==> config.mk <==
export PLATFORM = sky130hd
export DESIGN_NAME = dcache
export DESIGN_NICKNAME = d
export VERILOG_FILES = /design/src/common/mem_pkg.sv /design/src/dcache/dcache.sv
export SDC_FILE = /design/constraint.sdc
export NUM_CORES = 1
export LEC_CHECK = 0
export BUFFER_PORTS_ARGS = -buffer_cell sky130_fd_sc_hd__buf_2
export CAP_MARGIN = 20
export CORE_UTILIZATION = 53
export CTS_CLUSTER_SIZE = 40
export DETAILED_ROUTE_END_ITERATION = 10
export PLACE_DENSITY = 0.74
export SLEW_MARGIN = 20
export SYNTH_ARGS = -nofsm -noshare
export SYNTH_HDL_FRONTEND = slang
export SYNTH_SLANG_ARGS = --single-unit
==> constraint.sdc <==
create_clock -name clk -period 11.45 [get_ports clk]
set_input_delay 1.7175 -clock clk [delete_from_list [all_inputs] [get_ports clk]]
set_output_delay 1.7175 -clock clk [all_outputs]
set_load 0.005 [all_outputs]
==> src/common/mem_pkg.sv <==
package mem_pkg;

    // Core data path
    localparam int XLEN = 32;
    localparam int LINE_BITS = 64;      // Cache line and memory bus width

    // Direct-mapped cache geometry, index from addr[5:3]
    localparam int CACHE_LINES = 8;
    localparam int INDEX_BITS = 3;
    localparam int TAG_BITS = XLEN - INDEX_BITS - 3;

    // Main memory, 2 KB of doublewords
    localparam int MEM_DEPTH = 256;
    localparam int MEM_ADDR_BITS = $clog2(MEM_DEPTH);
    localparam int MEM_LATENCY = 2;     // Load accept to data strobe
    localparam int LAT_BITS = $clog2(MEM_LATENCY + 1);

    // Load/store request queue
    localparam int QUEUE_DEPTH = 4;
    localparam int QPTR_BITS = $clog2(QUEUE_DEPTH);

    // Access size, same encoding as funct3 of loads
    localparam logic [2:0] SIZE_B = 3'b000;
    localparam logic [2:0] SIZE_H = 3'b001;
    localparam logic [2:0] SIZE_W = 3'b010;
    localparam logic [2:0] SIZE_BU = 3'b100;
    localparam logic [2:0] SIZE_HU = 3'b101;

    // Memory bus command
    typedef enum logic [1:0] {
        BUS_NONE = 2'b00,
        BUS_LOAD = 2'b01,
        BUS_STORE = 2'b10
    } bus_cmd_t;

endpackage

==> src/dcache/dcache.sv <==
`timescale 1ns/1ps

module dcache (
    input  logic                              clk,
    input  logic                              rst,

    // Load/store side, request held until cache_valid
    input  logic                              cache_read,
    input  logic                              cache_write,
    input  logic [mem_pkg::XLEN-1:0]          cache_addr,
    input  logic [mem_pkg::XLEN-1:0]          cache_wdata,
    input  logic [2:0]                        cache_size,
    output logic                              cache_valid,
    output logic [mem_pkg::XLEN-1:0]          cache_rdata,

    // Memory side
    output mem_pkg::bus_cmd_t                 mem_cmd,
    output logic [mem_pkg::XLEN-1:0]          mem_addr,
    output logic [mem_pkg::LINE_BITS-1:0]     mem_wdata,
    input  logic                              mem_rvalid,
    input  logic [mem_pkg::LINE_BITS-1:0]     mem_rdata
);

    // Line storage
    logic                               line_valid [mem_pkg::CACHE_LINES];
    logic [mem_pkg::TAG_BITS-1:0]       line_tag   [mem_pkg::CACHE_LINES];
    logic [mem_pkg::LINE_BITS-1:0]      line_data  [mem_pkg::CACHE_LINES];

    logic [mem_pkg::INDEX_BITS-1:0]     index;
    logic [mem_pkg::TAG_BITS-1:0]       tag;
    logic                               access;
    logic                               hit;
    logic                               fill;
    logic                               store_hit;
    logic [mem_pkg::LINE_BITS-1:0]      cur_line;
    logic [mem_pkg::LINE_BITS-1:0]      merged;
    logic [mem_pkg::XLEN-1:0]           word;
    logic [7:0]                         sel_byte;
    logic [15:0]                        sel_half;

    assign index = cache_addr[mem_pkg::INDEX_BITS+2:3];
    assign tag = cache_addr[mem_pkg::XLEN-1:mem_pkg::INDEX_BITS+3];

    assign access = cache_read || cache_write;
    assign cur_line = line_data[index];
    assign hit = line_valid[index] && (line_tag[index] == tag);
    assign fill = access && !hit && mem_rvalid;     // Install on the data strobe
    assign store_hit = cache_write && hit;

    assign cache_valid = access && hit;

    // Store word merged into the current line
    always_comb begin
        if (cache_addr[2]) begin
            merged = {cache_wdata, cur_line[31:0]};
        end else begin
            merged = {cur_line[63:32], cache_wdata};
        end
    end

    // Valid bits are the only state cleared by reset
    always_ff @(posedge clk) begin
        if (rst) begin
            for (int i = 0; i < mem_pkg::CACHE_LINES; i++) begin
                line_valid[i] <= 1'b0;
            end
        end else if (fill) begin
            line_valid[index] <= 1'b1;
        end
    end

    always_ff @(posedge clk) begin
        if (fill) begin
            line_tag[index] <= tag;
            line_data[index] <= mem_rdata;
        end else if (store_hit) begin
            line_data[index] <= merged;     // Write-through, memory gets the same line
        end
    end

    // Memory command
    always_comb begin
        mem_cmd = mem_pkg::BUS_NONE;
        if (access) begin
            if (hit) begin
                if (cache_write) begin
                    mem_cmd = mem_pkg::BUS_STORE;
                end
            end else if (!mem_rvalid) begin
                mem_cmd = mem_pkg::BUS_LOAD;    // Held until the fill cycle
            end
        end
    end

    assign mem_addr = {cache_addr[mem_pkg::XLEN-1:3], 3'b000};
    assign mem_wdata = merged;

    // Load extraction
    assign word = cache_addr[2] ? cur_line[63:32] : cur_line[31:0];
    assign sel_half = cache_addr[1] ? word[31:16] : word[15:0];

    always_comb begin
        case (cache_addr[1:0])
            2'd0: sel_byte = word[7:0];
            2'd1: sel_byte = word[15:8];
            2'd2: sel_byte = word[23:16];
            default: sel_byte = word[31:24];
        endcase
    end

    always_comb begin
        case (cache_size)
            mem_pkg::SIZE_B: begin
                cache_rdata = {{(mem_pkg::XLEN-8){sel_byte[7]}}, sel_byte};
            end
            mem_pkg::SIZE_H: begin
                cache_rdata = {{(mem_pkg::XLEN-16){sel_half[15]}}, sel_half};
            end
            mem_pkg::SIZE_BU: begin
                cache_rdata = {{(mem_pkg::XLEN-8){1'b0}}, sel_byte};
            end
            mem_pkg::SIZE_HU: begin
                cache_rdata = {{(mem_pkg::XLEN-16){1'b0}}, sel_half};
            end
            mem_pkg::SIZE_W: begin
                cache_rdata = word;
            end
            default: begin
                cache_rdata = word;     // Unused codes read as a word
            end
        endcase
    end

endmodule

After elaboration in Yosys (flattened, before gate mapping)

Memory sizes are Yosys's and may differ from the RTL's.
Cells that the tools add are included.

Register bits: 0
RAM bits: 728
Input bits: 136
Memories: 3

Memory list:

| memory     | depth | bits a word | read ports | clocked after memory_dff | wr ports | line         | RTL |
|---|---|---|---|---|---|---|---|
| line_data  | 8     | 64          | 1          | 0                        | 1        | dcache.sv:27 | `logic [mem_pkg::LINE_BITS-1:0] line_data [mem_pkg::CACHE_LINES];` |
| line_tag   | 8     | 26          | 1          | 0                        | 1        | dcache.sv:26 | `logic [mem_pkg::TAG_BITS-1:0] line_tag [mem_pkg::CACHE_LINES];` |
| line_valid | 8     | 1           | 1          | 0                        | 8        | dcache.sv:25 | `logic line_valid [mem_pkg::CACHE_LINES];` |

Eq/ne operators: 6
Mux-type cells: 22
Bitwise logic cells: 1
Reduce and logical (&&, ||, !) cells: 10

Operator list:

| operator           | count |
|---|---|
| $mux 64            | 2 |
| $pmux 32 s4        | 1 |
| $mux 32            | 1 |
| $eq 26x26->1       | 1 |
| $pmux 8 s3         | 1 |
| $mux 16            | 1 |
| $mux 1             | 12 |
| $eq 3x3->1 const B | 2 |
| $mux 2             | 3 |
| $logic_and 1x1->1  | 5 |
| $eq 3x1->1 const B | 1 |
| $logic_not 3->1    | 1 |
| $mux 3             | 1 |
| $eq 2x1->1 const B | 1 |
| $eq 2x2->1 const B | 1 |
| $logic_not 2->1    | 1 |
| $logic_not 1->1    | 1 |
| $logic_or 1x1->1   | 1 |
| $or 1x1->1         | 1 |
| $reduce_or 1->1    | 1 |

Depth between registers and ports, before layout

An unclocked memory read counts as a cell.

Word-level depth: 11
Depth in mapped cells: 14
Mapped depth without buffers: 7

Worst setup path before layout

No wires, ideal clock.

Path type: input port to flip-flop
Start: input cache_addr[5] (netlist name)
End: memory line_data[4][0] (netlist name) (enable)
Library setup time: 0.503 ns
Data arrival time: 6.798 ns
Data required time: 10.947 ns
Setup slack: 4.149 ns
Stages: 9
Path buffers: 6
Cell sequence: buf_2 -> buf_2 -> buf_2 -> buf_4 -> buf_2 -> nor3b_1 -> clkbuf_1 -> nand2_1 -> o2bb2ai_1

Cells in the longest elaborated chain, start to end: 9
Elaborated cells between the ends (all ways): 14

Ends and longest elaborated chain:

| item                             | line                       | RTL |
|---|---|---|
| start, declared                  | dcache.sv:10               | `input logic [mem_pkg::XLEN-1:0] cache_addr,` |
| $mem_v2 8x26                     | n/a                        |  |
| $eq 26x26->1                     | dcache.sv:46               | `assign hit = line_valid[index] && (line_tag[index] == tag);` |
| $logic_and 1x1->1                | dcache.sv:46               |  |
| $logic_not 1->1                  | dcache.sv:47               | `assign fill = access && !hit && mem_rvalid;` |
| $logic_and 1x1->1 (2 in series)  | dcache.sv:47               |  |
| $mux 1                           | dcache.sv:73               | `if (fill) begin` |
| $mux 1, on equally long branches | dcache.sv:75, dcache.sv:77 |  |
| $or 1x1->1 (no source line)      | n/a                        |  |
| end, declared                    | dcache.sv:27               |  |

Parallel ways exist; a longest one is shown, timed or not.

Worst setup path after layout

Start: input cache_addr[5] (netlist name)
End: output mem_cmd[0]

Cells in the longest elaborated chain, start to end: 5
Elaborated cells between the ends (all ways): 6

Ends and longest elaborated chain:

| item                | line         | RTL |
|---|---|---|
| $mem_v2 8x26        | n/a          |  |
| $eq 26x26->1        | dcache.sv:46 |  |
| $logic_and 1x1->1 * | dcache.sv:46 |  |
| $mux 2 *            | dcache.sv:85 | `if (hit) begin` |
| $mux 2 *            | dcache.sv:84 | `if (access) begin` |
| end, declared       | dcache.sv:17 | `output mem_pkg::bus_cmd_t mem_cmd,` |

Mark *: on every way between the ends. The rest lies on a longest branch, timed or not.

==> impl_results.md <==
* LEAKAGE at 12.2 nW
* Crit path time final at 7.53 ns
* TritonCTS Sinks at 728
* Die extent in x at 243 um
* IO buf count at 263
* Die H at 243 um
* Max_cap viols at 0
* Cell at the slowest stage of the critical path: buf_4
* Htree depth at 3
* Synth warnings at 0
* Fin. Hold Viols at 0
* Mapped cell area at 30,800 um^2
* Netlist cell types at 64
* Core Region at 56,800 um^2
* Worst-path clk slew at 0.06 ns
* Most used cell along the critical path: buf_4
* Max rail drop VDD at 105 uV
* Starting Density at 0.541
* Setup Crit Path Kind: primary input to output port
* Max Slew Vio Count at 0
* RSZ-0062 raised after global routing: false
* Worst-Margin Slew at 1.09 ns
* Overall power consumption at 5.88 mW
* Post-synth ARST share at 0
* Slew HR at 0.263
* Tcrit/Tclk final at 0.658
* Routability cong. at 0.919
* Post-DRT Antenna Nets at 0
* First-pass GRT wire length at 123,000 um
* Final WL at 84,300 um
* Post-CTS sizing at 0
* Crit-path cells: clkbuf_8 -> buf_4 -> mux4_1 -> mux2i_1 -> or2_2 -> o2111ai_1 -> or4_1 -> nor4_4 -> buf_4 -> nor3_1 -> buf_2
* PD cells at 167 nW/um^2
* IO Count at 267
* Iteration-0 DRC Markers at 2,235
* DR WL/cell at 29.1 um
* CTS Buf Count at 73
* DR pass1 iterations at 6
* CP Capture Type: output port
* Final non-filler cell total at 2,899
* Syn Inst Count at 1,848
* CP Max Fanout at 78
* # DRC at 0
* CTS tree: done
* Fraction of layout instances using a drive strength above 1 at 0.300
* Worst Hold Class: flop to flop
* Final instance area at 35,200 um^2
* Total track usage at 0.284
* Arrival @ worst endpoint at 5.81 ns
* Max stage delay on crit path at 0.74 ns
* Clk Latency, worst-skew pair at 0.62 ns
* Fin Clk Skew at 0.0256 ns
* Seq/Total Area, Yosys at 0.708
* Setup Fix Bufs, Post-CTS at 0
* Delay-heaviest family, CP: buffers and inverters
* Largest net degree at the start of global routing at 79
* Number of synthesized flops with an enable pin at 720
* Cts hold-fix bufs at 0
* Clock buffer depth at 3
* Final HPWL DP at 51,500 um
* Buf+Inv Stages, Crit Path at 4
* Area Growth Syn to Fin at 14.3%
* Max Clk Rate at 133 MHz
* Grt ovf at 0
* Final setup viols at 0
* Root Driver: clkbuf_16
* #FFs+latches synth at 728
* Die area at 59,000 um^2
* Top FF cell, synth: edfxtp_1
* Area of placed instances at 32,800 um^2
* Vias at 18,800
* Initial antenna violation count at 4
* Final net count at 2,221
* Fin Setup TNS at 0 ns
* Post-Place Cells at 2,766
* CP Data Required Time at 9.73 ns
* Row Count at 87
* Hold WS at 0.479 ns
* Mean Syn Cell Area at 16.6 um^2
* Startpoint types: primary input
* Run status: completed
* Vias in the first global route at 18,500
* Post-DR vias/cell at 6.50
## flip-flops by register name (all words and copies together) (netlist names)
register,count
line_valid,8
line_data,512
line_tag,208
## cell type report
cell class              count  area [um^2]
fillers                  3991        21700
flip-flops and latches    728        21800
clock buffers              87         1910
inverters                  16         62.6
diodes                      2         5.00
clock inverters            44          422
repair buffers            313         1710
well taps                 756          946
multi-input cells         953         8320
## cells in the mapped netlist, drive strengths merged, types with 19 or more instances
library cell | n | area [um^2]
edfxtp | 720 | 21600
mux2 | 161 | 2040
nor2 | 113 | 424
mux2i | 112 | 1120
a22oi | 99 | 743
buf | 82 | 546
clkbuf | 71 | 267
a221oi | 65 | 569
nand2 | 61 | 229
a21oi | 49 | 245
o21ai | 44 | 220
mux4 | 37 | 878
o22ai | 27 | 169
a221o | 19 | 190
## worst register-to-register path: cells and delay by family (launching register included)
kind,cells,cell delay (ns)
xor gates and xnor gates,1,0.28
and+or+nand+nor,3,0.90
muxes,2,0.73
buffers and inverters,2,1.46
DFF,1,0.38
AOI/OAI and AO/OA,1,0.56
## report_power, final
group	total [mW]	switching [mW]	internal, mW
registers	3.02	0.0180	3.01
clock network	2.33	0.991	1.34
logic	0.532	0.340	0.192
total	5.88	1.35	4.53
## metal layers
metal / global-route usage / up-vias / share of wire
met5: 0 / - / 0.00012
met4: 0.123 / 2 / 0.045
met3: 0.0583 / 233 / 0.11
met2: 0.449 / 1309 / 0.47
met1: 0.385 / 9385 / 0.37
li1: - / 7909 / -
## layout by cell type, fill, tap and decap left out, drive strengths merged, types with 4 or more instances in the layout
cell type,count
mux2i,112
bufinv,6
mux2,161
nand3,10
xnor2,8
mux4,37
clkinvlp,4
nor4,4
nor3b,6
a221oi,65
o22a,6
a21oi,49
a211o,7
nand4,11
xor2,5
nor3,9
edfxtp,720
o21ai,44
a22oi,99
buf,312
o22ai,27
a221o,19
and3,12
a222oi,4
clkbuf,88
inv,19
or3,4
dfxtp,8
and2,5
o2bb2ai,16
nor2,113
o221ai,6
a22o,12
nor2b,8
nand2,61
clkinv,31
## kinds of logic (layout without fill, tap and decap cells)
kind of cell / Yosys count / in the layout / synth area share
and+or+nand+nor: 253 / 253 / 0.0381
other: 1 / 5 / 0.000122
DFF: 728 / 728 / 0.708
muxes: 310 / 310 / 0.131
xor gates and xnor gates: 13 / 13 / 0.00370
AOI/OAI and AO/OA: 374 / 374 / 0.0902
buffers and inverters: 169 / 460 / 0.0284
## worst paths after layout
path | start | endpoint | slack, ns | cells after the start
max | cache_addr[5] | mem_cmd[0] | 3.92 | 11
min | line_valid[4] | line_valid[4] | 0.48 | 2
max reg2reg | line_tag[1][17] | line_data[3][46] | 6.74 | 9
min reg2reg | line_valid[4] | line_valid[4] | 0.48 | 2
## stage by stage
step                setup WS (ns)   util
global placement             4.00  0.577
detailed placement           3.85  0.577
finish                       3.92  0.619
floorplan                    4.15      -
CTS                          3.82  0.618
global route                 3.74  0.619
No activity file was read; power rests on OpenSTA's default activity.
