File: config.mk
export PLATFORM = sky130hd
export DESIGN_NAME = ls_port
export DESIGN_NICKNAME = d
export VERILOG_FILES = /design/src/common/mem_pkg.sv /design/src/verilog/ls_port.sv
export SDC_FILE = /design/constraint.sdc
export NUM_CORES = 1
export LEC_CHECK = 0
export ABC_AREA = 1
export BUFFER_PORTS_ARGS = -buffer_cell sky130_fd_sc_hd__buf_2
export CORE_MARGIN = 8
export CORE_UTILIZATION = 50
export CTS_CLUSTER_DIAMETER = 100
export CTS_CLUSTER_SIZE = 8
export DETAILED_ROUTE_END_ITERATION = 6
export GPL_TIMING_DRIVEN = 0
export PLACE_DENSITY = 0.81
export REMOVE_ABC_BUFFERS = 1
export SLEW_MARGIN = 40
export SYNTH_ARGS = -nofsm -noshare
export SYNTH_HDL_FRONTEND = slang
export SYNTH_SLANG_ARGS = --single-unit
File: constraint.sdc
create_clock -name clk -period 4.7 [get_ports clk]
set_input_delay 0.235 -clock clk [delete_from_list [all_inputs] [get_ports clk]]
set_output_delay 0.235 -clock clk [all_outputs]
set_load 0.05 [all_outputs]
File: src/common/mem_pkg.sv
package mem_pkg;

    // Core data path
    localparam int XLEN = 32;
    localparam int LINE_BITS = 64;      // Cache line and memory bus width

    // Direct-mapped cache geometry, index from addr[5:3]
    localparam int CACHE_LINES = 8;
    localparam int INDEX_BITS = 3;
    localparam int TAG_BITS = XLEN - INDEX_BITS - 3;

    // Main memory, 2 KB of doublewords
    localparam int MEM_DEPTH = 256;
    localparam int MEM_ADDR_BITS = $clog2(MEM_DEPTH);
    localparam int MEM_LATENCY = 2;     // Load accept to data strobe
    localparam int LAT_BITS = $clog2(MEM_LATENCY + 1);

    // Load/store request queue
    localparam int QUEUE_DEPTH = 4;
    localparam int QPTR_BITS = $clog2(QUEUE_DEPTH);

    // Access size, same encoding as funct3 of loads
    localparam logic [2:0] SIZE_B = 3'b000;
    localparam logic [2:0] SIZE_H = 3'b001;
    localparam logic [2:0] SIZE_W = 3'b010;
    localparam logic [2:0] SIZE_BU = 3'b100;
    localparam logic [2:0] SIZE_HU = 3'b101;

    // Memory bus command
    typedef enum logic [1:0] {
        BUS_NONE = 2'b00,
        BUS_LOAD = 2'b01,
        BUS_STORE = 2'b10
    } bus_cmd_t;

endpackage

File: src/verilog/ls_port.sv
`timescale 1ns/1ps

module ls_port (
    input  logic                          clk,
    input  logic                          rst,

    // Strobed requests
    input  logic                          req_valid,
    input  logic                          req_write,
    input  logic [mem_pkg::XLEN-1:0]      req_addr,
    input  logic [mem_pkg::XLEN-1:0]      req_wdata,
    input  logic [2:0]                    req_size,
    output logic                          queue_full,

    // Cache request, held for the queue head
    output logic                          cache_read,
    output logic                          cache_write,
    output logic [mem_pkg::XLEN-1:0]      cache_addr,
    output logic [mem_pkg::XLEN-1:0]      cache_wdata,
    output logic [2:0]                    cache_size,
    input  logic                          cache_valid,
    input  logic [mem_pkg::XLEN-1:0]      cache_rdata,

    // Strobed responses
    output logic                          resp_valid,
    output logic                          resp_write,
    output logic [mem_pkg::XLEN-1:0]      resp_addr,
    output logic [mem_pkg::XLEN-1:0]      resp_rdata
);

    logic                         q_write [mem_pkg::QUEUE_DEPTH];
    logic [mem_pkg::XLEN-1:0]     q_addr  [mem_pkg::QUEUE_DEPTH];
    logic [mem_pkg::XLEN-1:0]     q_wdata [mem_pkg::QUEUE_DEPTH];
    logic [2:0]                   q_size  [mem_pkg::QUEUE_DEPTH];

    logic [mem_pkg::QPTR_BITS-1:0]  rd_ptr;
    logic [mem_pkg::QPTR_BITS-1:0]  wr_ptr;
    logic [mem_pkg::QPTR_BITS:0]    count;
    logic                           empty;
    logic                           push;
    logic                           pop;

    assign empty = (count == '0);
    assign queue_full = (count == mem_pkg::QUEUE_DEPTH);
    assign push = req_valid && !queue_full;     // Strobe while full is lost
    assign pop = cache_valid && !empty;

    // Head entry as a level
    assign cache_read = !empty && !q_write[rd_ptr];
    assign cache_write = !empty && q_write[rd_ptr];
    assign cache_addr = q_addr[rd_ptr];
    assign cache_wdata = q_wdata[rd_ptr];
    assign cache_size = q_size[rd_ptr];

    always_ff @(posedge clk) begin
        if (rst) begin
            rd_ptr <= '0;
            wr_ptr <= '0;
            count <= '0;
            resp_valid <= 1'b0;
        end else begin
            resp_valid <= pop;
            if (push) wr_ptr <= wr_ptr + 1'b1;
            if (pop) rd_ptr <= rd_ptr + 1'b1;
            case ({push, pop})
                2'b10: count <= count + 1'b1;
                2'b01: count <= count - 1'b1;
                default: count <= count;    // Both or neither
            endcase
        end
    end

    always_ff @(posedge clk) begin
        if (push) begin
            q_write[wr_ptr] <= req_write;
            q_addr[wr_ptr] <= req_addr;
            q_wdata[wr_ptr] <= req_wdata;
            q_size[wr_ptr] <= req_size;
        end
        if (pop) begin
            resp_write <= q_write[rd_ptr];
            resp_addr <= q_addr[rd_ptr];
            resp_rdata <= cache_rdata;
        end
    end

endmodule

## Yosys cells after proc, flatten, opt, wreduce, memory -nomap -nowiden

Memory sizes are Yosys's and may differ from the RTL's. A register that Yosys moved wholly into a read port is not among the register bits.
Index checks and enable logic that the tools add are counted.

| operators by class | value |
|---|---|
| add/sub/neg operators | 4 |
| equality and inequality tests | 3 |
| muxes and demuxes | 11 |
| reductions and logical operators | 9 |

Operators by type and width:

| cell | number |
|---|---|
| 2-to-1 mux 2 bit | 8 |
| one-hot mux 3 bit (2 select lines) | 1 |
| adder 2 x 1 -> 2 bit, second input constant | 2 |
| logical AND 1 bit | 4 |
| adder 3 x 1 -> 3 bit, second input constant | 1 |
| equality test 3 bit, second input constant | 1 |
| logical NOT 1 bit | 3 |
| logical NOT 3 bit | 1 |
| subtractor 3 x 1 -> 3 bit, second input constant | 1 |
| equality test 2 x 1 -> 1 bit, second input constant | 1 |
| equality test 2 bit, second input constant | 1 |
| 2-to-1 mux 1 bit | 2 |
| nonzero test 2 bit | 1 |

| word-level totals | value |
|---|---|
| register bits | 73 |
| memory bits (writable) | 272 |
| logic and storage cells | 38 |
| memories kept | 4 |

Memories:

| name | words | bits a word | rd ports | clocked after Yosys merged registers in | wr ports | line | text |
|---|---|---|---|---|---|---|---|
| q_addr | 4 | 32 | 1 | 1 | 1 | ls_port.sv:32 | `logic [mem_pkg::XLEN-1:0] q_addr [mem_pkg::QUEUE_DEPTH];` |
| q_wdata | 4 | 32 | 1 | 1 | 1 | ls_port.sv:33 | `logic [mem_pkg::XLEN-1:0] q_wdata [mem_pkg::QUEUE_DEPTH];` |
| q_size | 4 | 3 | 1 | 1 | 1 | ls_port.sv:34 | `logic [2:0] q_size [mem_pkg::QUEUE_DEPTH];` |
| q_write | 4 | 1 | 1 | 1 | 1 | ls_port.sv:31 | `logic q_write [mem_pkg::QUEUE_DEPTH];` |

## Longest topological paths before layout

Gate-level depths: netlist of the first run.

| logic depth | value |
|---|---|
| depth in word-level cells | 5 |
| gate-level depth with buffers | 13 |
| mapped depth without buffers | 13 |

## Least setup slack after synthesis of the first run

Ideal clock, no wire load.

| path | value |
|---|---|
| path type | register to register |
| from | register count[0] in the netlist's numbering |
| to | memory q_addr[0][0] in the netlist's numbering (enable) |
| library setup time | 0.495 ns |
| arrival time | 3.503 ns |
| data required time | 4.205 ns |
| path slack | 0.703 ns |
| cell stages (with the launch flop) | 5 |
| buffers on the path | 0 |
| period minus slack after synthesis | 3.997 ns |
| cell sequence | dfxtp_1 > nor2_1 > nand2_1 > nand2_1 > nor2_1 |

| on the way | value |
|---|---|
| word-level cells in the longest chain between the ends | 5 |

RTL lines:

| item | line | text |
|---|---|---|
| start, declared | ls_port.sv:38 | `logic [mem_pkg::QPTR_BITS:0] count;` |
| start signal, assigned | ls_port.sv:66 | `2'b10: count <= count + 1'b1;` |
| start signal, assigned | ls_port.sv:67 | `2'b01: count <= count - 1'b1;` |
| start signal, assigned | ls_port.sv:68 | `default: count <= count;` |
| equality test 3 bit | ls_port.sv:44 | `assign queue_full = (count == mem_pkg::QUEUE_DEPTH);` |
| logical NOT 1 bit | ls_port.sv:45 | `assign push = req_valid && !queue_full;` |
| logical AND 1 bit | ls_port.sv:45 |  |
| 2-to-1 mux 1 bit | ls_port.sv:74 | `if (push) begin` |
| 2-to-1 mux 1 bit (implied by the code) | ls_port.sv:76 | `q_addr[wr_ptr] <= req_addr;` |
| end, declared | ls_port.sv:32 |  |

Every way passes these cells.

==> qor.yml, run 1 <==
outcome:
  status: "complete, no violations"
clock_network:
  cts_made_buffers: 49
  cts.htree.levels: 2
  clkSlewWorstSetupHoldPaths_ps: 50
  post-cts-setup-buffer-count: 0
  cts_tree: "done"
  clkLatencyLatePin_ps: 530
  cts_root_buffer: "clkbuf_16"
  clock_sinks: 347
  clockBufferDepth: 3
timing:
  skew_ps: 18.3
  min_period_ps: 2880
  fmax_ghz: 0.347
  rsz0062_at_grt: "false"
  worstMarginPinSlew_ps: 758
  finalHoldViolCount: 0
  setup_viol_count_final: 0
  fin_crit_sh: 0.613
  hold_ws_ps: 427
  drv_slew: 0
  relSlewSlack: 0.495
yosys:
  synth_top_area_cell: "edfxtp_1"
  synth-seq-cells: 347
  synthesis.area_mm2: 0.0125
  synth_top_flop_cell: "edfxtp_1"
  syn-instance-count: 799
  ys_types: 21
  synth.avg_cell_area_um2: 15.7
  synth-edff-count: 337
  netlist_top_cells_area: "edfxtp_1, o21ai_0, nor2_1"
  yosys_warnings: 0
  synth-seq-area-share: 0.823
  ys_async_sr_fraction: 0
  yosysMostFrequentCell: "edfxtp_1"
  synth.top_cells.by_count: "edfxtp_1, nor2_1, o21ai_0"
  synth_top_area_share: 0.807
setup_path:
  start_kind: "flop"
  cp_cell_sequence: "buf_12 > inv_8 > o21ai_0 > o22ai_1 > buf_2"
  crit_required_ps: 4470
  slowest_delay_ps: 540
  crit_type: "flop to output pin"
  critical_path_buf_inv_count: 3
  cp_slowest_cell: "inv_8"
  critPathTopFamily: "buffers and inverters"
  crit_path_max_fanout: 136
  cp-end-kind: "output pin"
  arrival_ps: 2650
detailed_routing:
  wl_um: 31700
  dr.pass1.iters: 5
  vias: 8374
  ant_nets: 0
  vias_per_cell: 5.53
  wl_per_cell_um: 21.0
  drcViolationCount: 0
  drtIter0Drc: 735
worst_hold_path:
  hold_class: "input pin to flop"
pwr:
  intPower_mw: 6.52
  switching_share: 0.380
  p_sw_mw: 3.99
  power.density_mw_per_mm2: 627
  combPwrFrac: 0.323
  ir_worst_vdd_mv: 0.563
  pwr-share-seq: 0.383
  clock_power_share: 0.294
  p_leak_nw: 6.16
grt:
  grt_util_all_layers: 0.203
  antenna_found_initial: 1
  gr-total-overflow: 0
  grt_pass1_wl_um: 48800
  grt_pass1_vias: 8638
  grt_max_degree: 137
floorplanning:
  dieArea_mm2: 0.0304
  io_pins: 240
  die_w_um: 174
  num_rows: 58
  initial_utilization: 0.504
  core-area_mm2: 0.0249
  die_h_um: 174
cells_and_area:
  final_util: 0.673
  syn_to_final_growth_pct: 33.6
  nNetsFinal: 1280
  drive_gt1_frac: 0.274
place:
  place_congestion: 0.740
  port_buffers: 239
  hpwl_um: 18100
job:
  drv_cap: 0
[registers in the layout (all words and copies together), names as in the netlist, named ones only]
register / cells
rd_ptr: 2
resp_rdata: 32
resp_valid: 1
q_write: 4
q_addr: 128
wr_ptr: 2
q_size: 12
resp_addr: 32
resp_write: 1
q_wdata: 128
count: 3
[metrics by stage]
step                      instances  total power [mW]  setup TNS, ps  area (um2)  setup slack [ps]
final                          1513              10.5              0       16700              1820
after global routing           1513              10.9              0       16700              1660
after CTS                      1512              10.5              0       16700              1820
after detailed placement       1345              7.38              0       14400              2400
after global placement         1325              7.26        -608080       13900             -1770
after floorplan                 756              6.40              0       12300               305
[path summary, 6_finish.rpt]
kind | from | end | slack (ps) | cells after the start
setup / recovery | flop | cache_addr[10] | 1820 | 5
hold / removal | cache_rdata[27] | resp_rdata[27] | 430 | 2
setup reg to reg | count[0] | q_addr[3][16] | 2340 | 7
hold reg to reg | count[0] | count[0] | 490 | 1
[cells by family after synthesis]
kind of cell	count (synthesis)	synth area share
AO/OA/AOI/OAI	211	0.0915
buffers and inverters	65	0.0271
AND/OR/NAND/NOR	170	0.0518
flip-flops	347	0.823
adder cells (fa/ha/maj)	6	0.00659
[placed cells by master (no fill, tap or decap), types with 2 or more instances in the layout]
cell type / instances
ha_1: 5
edfxtp_1: 337
nor2_1: 141
inv_6: 2
buf_16: 9
o21ai_1: 9
clkbuf_1: 10
nor2_4: 4
inv_1: 19
a21oi_1: 6
buf_2: 239
o22ai_1: 67
buf_12: 4
dlygate4sd3_1: 104
dfxtp_1: 8
nand2_1: 18
clkbuf_16: 51
o21ai_0: 128
dfxtp_4: 2
nand3_1: 5
buf_8: 7
[cell type report]
type	count	area, um2
Fill cell	1550	8140
Clock buffer	61	1310
Antenna cell	1	2.50
Clock inverter	2	16.3
Inverter	22	97.6
Multi-Input combinational cell	387	1910
Sequential cell	347	10300
Timing Repair Buffer	363	2670
Tap cell	330	413
[power by group through the flow]
stage	Combinational [mW]	Sequential [mW]	Clock, mW
detailed placement	3.30	4.07	0
finish	3.39	4.03	3.09
global route	3.57	4.05	3.26
CTS	3.40	4.02	3.13
floorplan	1.72	4.67	0
global placement	3.04	4.21	0
[metal layers]
layer / global-route usage / vias up / share of wire
li1: - / 3736 / -
met1: 0.235 / 4151 / 0.38
met2: 0.365 / 438 / 0.53
met3: 0.0512 / 49 / 0.083
met4: 0.0588 / 0 / 0.014
met5: 0 / - / 0
[timing repair]
| action | CTS | global route |
|---|---|---|
| gates resized for setup | 0 | 0 |
| endpoints found under the hold margin | 309 | 0 |
| hold buffers | 104 | 0 |
(Power assumes the default switching activity.)
==> run 2, diff against run 1 <==
--- a/config.mk
+++ b/config.mk
@@ -8,12 +8,12 @@
 export ABC_AREA = 1
 export BUFFER_PORTS_ARGS = -buffer_cell sky130_fd_sc_hd__buf_2
 export CORE_MARGIN = 8
-export CORE_UTILIZATION = 50
+export CORE_UTILIZATION = 49
 export CTS_CLUSTER_DIAMETER = 100
 export CTS_CLUSTER_SIZE = 8
 export DETAILED_ROUTE_END_ITERATION = 6
 export GPL_TIMING_DRIVEN = 0
-export PLACE_DENSITY = 0.81
+export PLACE_DENSITY = 0.83
 export REMOVE_ABC_BUFFERS = 1
 export SLEW_MARGIN = 40
 export SYNTH_ARGS = -nofsm -noshare
==> constraint.sdc (replaced) <==
create_clock -name clk -period 2.6 [get_ports clk]
set_input_delay 0.13 -clock clk [delete_from_list [all_inputs] [get_ports clk]]
set_output_delay 0.13 -clock clk [all_outputs]
set_load 0.05 [all_outputs]
==> run 2 against run 1 <==
  * Count of clock-buffer cells in the layout down 1
  * First-iteration DRC count down 6.0%
  * Critical endpoint is now cache_read
  * Power grew 81%
  * Highest routed layer is now met5
  * Non-clock buffer count rose by 1
  * Critical path depth grew 1
  * Core utilization fell by 0.49 points
  * Final cell count is 0.13% higher
==> qor.yml, run 2 (synthesis results as in run 1) <==
clock_network:
  cts_made_buffers: 49
  cts.htree.levels: 2
  clkLatencyLatePin_ps: 530
  clkSlewWorstSetupHoldPaths_ps: 50
  clockBufferDepth: 3
  cts_root_buffer: "clkbuf_16"
  cts_tree: "done"
  clock_sinks: 347
detailed_routing:
  drtIter0Drc: 691
  wl_um: 31800
  drt-met1-wl_um: 12500
  wl_met2_um: 15700
  wl_met3_um: 2790
  routed.top_layer: "met5"
  wl_per_cell_um: 21.0
  vias: 8361
  ant_nets: 0
  dr.pass1.iters: 5
  drcViolationCount: 0
  vias_per_cell: 5.52
worst_hold_path:
  hold_depth: 2
  hold_class: "input pin to flop"
  whs_endpoint: "resp_rdata[21]"
  min_from: "cache_rdata[21]"
floorplanning:
  core-area_mm2: 0.0252
  die_h_um: 176
  initial_utilization: 0.498
  io_pins: 240
  die_w_um: 176
  num_rows: 58
  dieArea_mm2: 0.0310
timing:
  relSlewSlack: 0.587
  drv_slew: 0
  hold_ws_ps: 330
  skew_ps: 17.9
  min_period_ps: 2420
  final.setup.tns_ps: 0
  fmax_ghz: 0.413
  finalHoldViolCount: 0
  setup_viol_count_final: 0
  worstMarginPinSlew_ps: 619
  rsz0062_at_grt: "false"
  finalWorstSetupSlack_ps: 179
  fin_crit_sh: 0.931
grt:
  grt_pass1_vias: 8677
  grt_pass1_wl_um: 48200
  antenna_found_initial: 3
  grt_max_degree: 69
  grt_util_all_layers: 0.199
  gr-total-overflow: 0
place:
  hpwl_um: 18100
  placed_area_mm2: 0.0144
  place_congestion: 0.748
  dpl_worst_slack_ps: 212
  port_buffers: 239
  placedCellCount: 1345
setup_path:
  crit_required_ps: 2470
  crit_type: "flop to output pin"
  crit_path_max_fanout: 68
  cp-end-kind: "output pin"
  reg2reg_depth: 14
  start_kind: "flop"
  arrival_ps: 2290
  rr_startpoint: "count[0]"
  r2r-end: "count[2]"
  rrSetupSlack_ps: 190
pwr:
  power.density_mw_per_mm2: 1130
  ir_worst_vdd_mv: 1.04
  p_leak_nw: 6.19
  finalPower_mw: 19.1
outcome:
  status: "complete, no violations"
cells_and_area:
  layout_commonest_cell: "edfxtp_1"
  fin_area_mm2: 0.0168
  drive_gt1_frac: 0.276
  nFillCells: 1552
  reg_top3: "q_addr x128, q_wdata x128"
  final_util: 0.668
  final_cell_mix: "edfxtp_1, buf_2, nor2_1"
  fin_cells: 1515
  syn_to_final_growth_pct: 34.1
  nNetsFinal: 1282
job:
  drv_cap: 0
## run 2: cell types whose count changed in the layout (fill, tap and decap cells not counted)
cell,previous run,this run
diode_2,1,2
inv_16,0,1
clkinv_4,0,1
buf_12,4,3
buf_8,7,6
buf_16,9,12
inv_8,1,2
clkbuf_1,10,9
inv_6,2,1
inv_4,1,0
## run 2: worst max path at each step
stage / end / start / slack, ps
3_3_place_gp: q_addr[0][10] / count[0] / -3700
6_report: cache_read / flop / 180
5_1_grt: count[2] / count[0] / 10
3_5_place_dp: count[2] / count[0] / 210
4_1_cts: cache_addr[10] / flop / 80
2_1_floorplan: cache_write / flop / -1690
## run 2: layout make-up
class	count	area, um2	area share
timing repair inverter	1	11.3	0.000669
tap	330	413	0.0245
clock buffer	60	1310	0.0779
clock inverter	2	16.3	0.000967
multi-input combinational	387	1910	0.114
sequential	347	10300	0.614
inverter	22	111	0.00662
timing repair buffer	364	2720	0.162
antenna	2	5.00	0.000298
## run 2: power breakdown
part / leakage, nW / internal [mW] / switching, mW / total (mW)
clock: 0.644 / 3.46 / 2.08 / 5.54
combinational: 2.36 / 1.34 / 4.91 / 6.25
sequential: 3.19 / 7.02 / 0.246 / 7.27
## run 2: repair_timing
item / in CTS / in global routing
endpoints found under the hold margin: 314 / 0
buffers inserted: 1 / 0
hold buffers: 104 / 0
setup endpoints to repair: 63 / 3
resized for setup: 2 / 3
gates cloned: 1 / 0
## run 2: layer usage
metal	track usage	up-vias
li1	-	3742
met1	0.238	4091
met2	0.339	458
met3	0.0549	68
met4	0.0756	2
met5	0	-
## run 2: critical path: stages (launching register included)
cell      delay, ps
dfxtp_4         520
buf_12          300
inv_8           220
o211ai_2        250
nand2_2          80
nor2_2          100
buf_2           270
==> run 3, diff against run 2 <==
--- a/config.mk
+++ b/config.mk
@@ -8,13 +8,14 @@
 export ABC_AREA = 1
 export BUFFER_PORTS_ARGS = -buffer_cell sky130_fd_sc_hd__buf_2
 export CORE_MARGIN = 8
-export CORE_UTILIZATION = 49
+export CORE_UTILIZATION = 30
 export CTS_CLUSTER_DIAMETER = 100
 export CTS_CLUSTER_SIZE = 8
 export DETAILED_ROUTE_END_ITERATION = 6
 export GPL_TIMING_DRIVEN = 0
-export PLACE_DENSITY = 0.83
+export PLACE_DENSITY = 0.58
 export REMOVE_ABC_BUFFERS = 1
+export SKIP_CTS_REPAIR_TIMING = 1
 export SLEW_MARGIN = 40
 export SYNTH_ARGS = -nofsm -noshare
 export SYNTH_HDL_FRONTEND = slang
==> constraint.sdc (replaced) <==
create_clock -name clk -period 2.1 [get_ports clk]
set_input_delay 0.105 -clock clk [delete_from_list [all_inputs] [get_ports clk]]
set_output_delay 0.105 -clock clk [all_outputs]
set_load 0.05 [all_outputs]
==> run 3 against run 2 <==
  * The run now ends with negative setup slack left
  * Largest power group is now combinational cells
  * Sequential cell count unchanged
  * Final area rose by 15%
  * Global-route usage down 7.9 points
  * Critical endpoint is now cache_addr[6]
  * Critical path depth rose by 1
  * Count of clock-buffer cells in the layout shrank 2
  * Power up 43%
  * Largest cell class unchanged
==> qor.yml, run 3 (synthesis results as in run 1) <==
outcome:
  status: "finished with violations"
  violations: "negative setup slack"
clock_network:
  cts.htree.levels: 2
  cts_tree: "done"
  cts_root_buffer: "clkbuf_16"
  clock_sinks: 347
  cts_made_buffers: 49
  clockBufferDepth: 3
  clkSlewWorstSetupHoldPaths_ps: 50
  clkLatencyLatePin_ps: 590
detailed_routing:
  ant_nets: 0
  vias_per_cell: 4.79
  wl_per_cell_um: 23.9
  dr.pass1.iters: 5
  vias: 8649
  drcViolationCount: 0
  wl_um: 43200
  drtIter0Drc: 630
setup_path:
  critPathTopFamily: "buffers and inverters"
  path_common_cell: "buf_12"
  cp_slowest_cell: "dfxtp_4"
  crit_type: "flop to output pin"
  cp-end-kind: "output pin"
  arrival_ps: 2070
  crit_path_max_fanout: 8
  slowest_delay_ps: 360
  critical_path_buf_inv_count: 5
  start_kind: "flop"
  cp_cell_sequence: "buf_12 > buf_16 > buf_12 > clkinv_8 > nor2_1 > o22ai_1 > buf_4"
  crit_required_ps: 2000
floorplanning:
  dieArea_mm2: 0.0486
  die_w_um: 220
  io_pins: 240
  num_rows: 75
  initial_utilization: 0.302
  core-area_mm2: 0.0416
  die_h_um: 220
timing:
  final.setup.tns_ps: -625
  rsz0062_at_grt: "true"
  finalHoldViolCount: 0
  skew_ps: 26.2
  fin_crit_sh: 1.03
  setup_viol_count_final: 21
  drv_slew: 0
  fmax_ghz: 0.460
  worstMarginPinSlew_ps: 538
  min_period_ps: 2170
  finalWorstSetupSlack_ps: -72.1
  relSlewSlack: 0.641
cells_and_area:
  drive_gt1_frac: 0.404
  syn_to_final_growth_pct: 53.9
  final_cell_mix: "edfxtp_1, buf_2, nor2_1"
  layout_commonest_cell: "edfxtp_1"
  reg_top3: "q_addr x128, q_wdata x128"
  final_util: 0.464
  nNetsFinal: 1365
pwr:
  p_leak_nw: 7.05
  power.density_mw_per_mm2: 1410
  ir_worst_vdd_mv: 0.879
grt:
  grt_max_degree: 137
  grt_pass1_vias: 7532
  grt_util_all_layers: 0.120
  gr-total-overflow: 0
  grt_pass1_wl_um: 44300
  antenna_found_initial: 3
place:
  dpl_worst_slack_ps: -109
  place_congestion: 0.698
  port_buffers: 239
  hpwl_um: 19200
job:
  drv_cap: 0
worst_hold_path:
  hold_class: "input pin to flop"
-- run 3: changes by cell type in the layout (fill, tap and decap cells not counted), sizes merged --
cell    before  now
diode        2    1
inv         23   27
clkbuf      60   70
buf        260  316
clkinv       1   14
-- run 3: metrics by stage --
stage               instance area, um2  cells  hold slack [ps]  power [mW]
floorplan                        12300    756              174        14.3
global placement                 14200   1534              281        16.0
detailed placement               14700   1557              283        16.7
CTS                              16000   1619             -337        23.8
global route                     19300   1806              219        28.3
finish                           19300   1806              238        27.2
-- run 3: final timing paths --
check	slack [ps]	from	end	cells past startpoint
worst max-delay path	-70	flop	cache_addr[6]	7
worst min-delay path	240	cache_rdata[5]	resp_rdata[5]	2
worst max register to register	90	count[0]	q_addr[3][26]	6
worst min register to register	490	count[0]	count[0]	1
-- run 3: layout make-up --
cell class                      count  area [um2]
Timing Repair inverter             16         335
Tap cell                          539         674
Antenna cell                        1        2.50
Clock buffer                       58        1260
Inverter                           22         126
Clock inverter                      4        67.6
Sequential cell                   347       10300
Fill cell                        3538       22300
Timing Repair Buffer              432        4100
Multi-Input combinational cell    387        2400
-- run 3: routing by layer --
metal,vias to the layer above,track usage,share of wire
li1,3935,-,-
met2,335,0.199,0.48
met5,-,0,0.00032
met1,4305,0.148,0.42
met3,72,0.0407,0.074
met4,2,0.0309,0.024
-- run 3: power breakdown --
group	switching, mW	internal, mW
sequential	0.219	8.68
clock	2.85	4.19
combinational	7.60	3.63
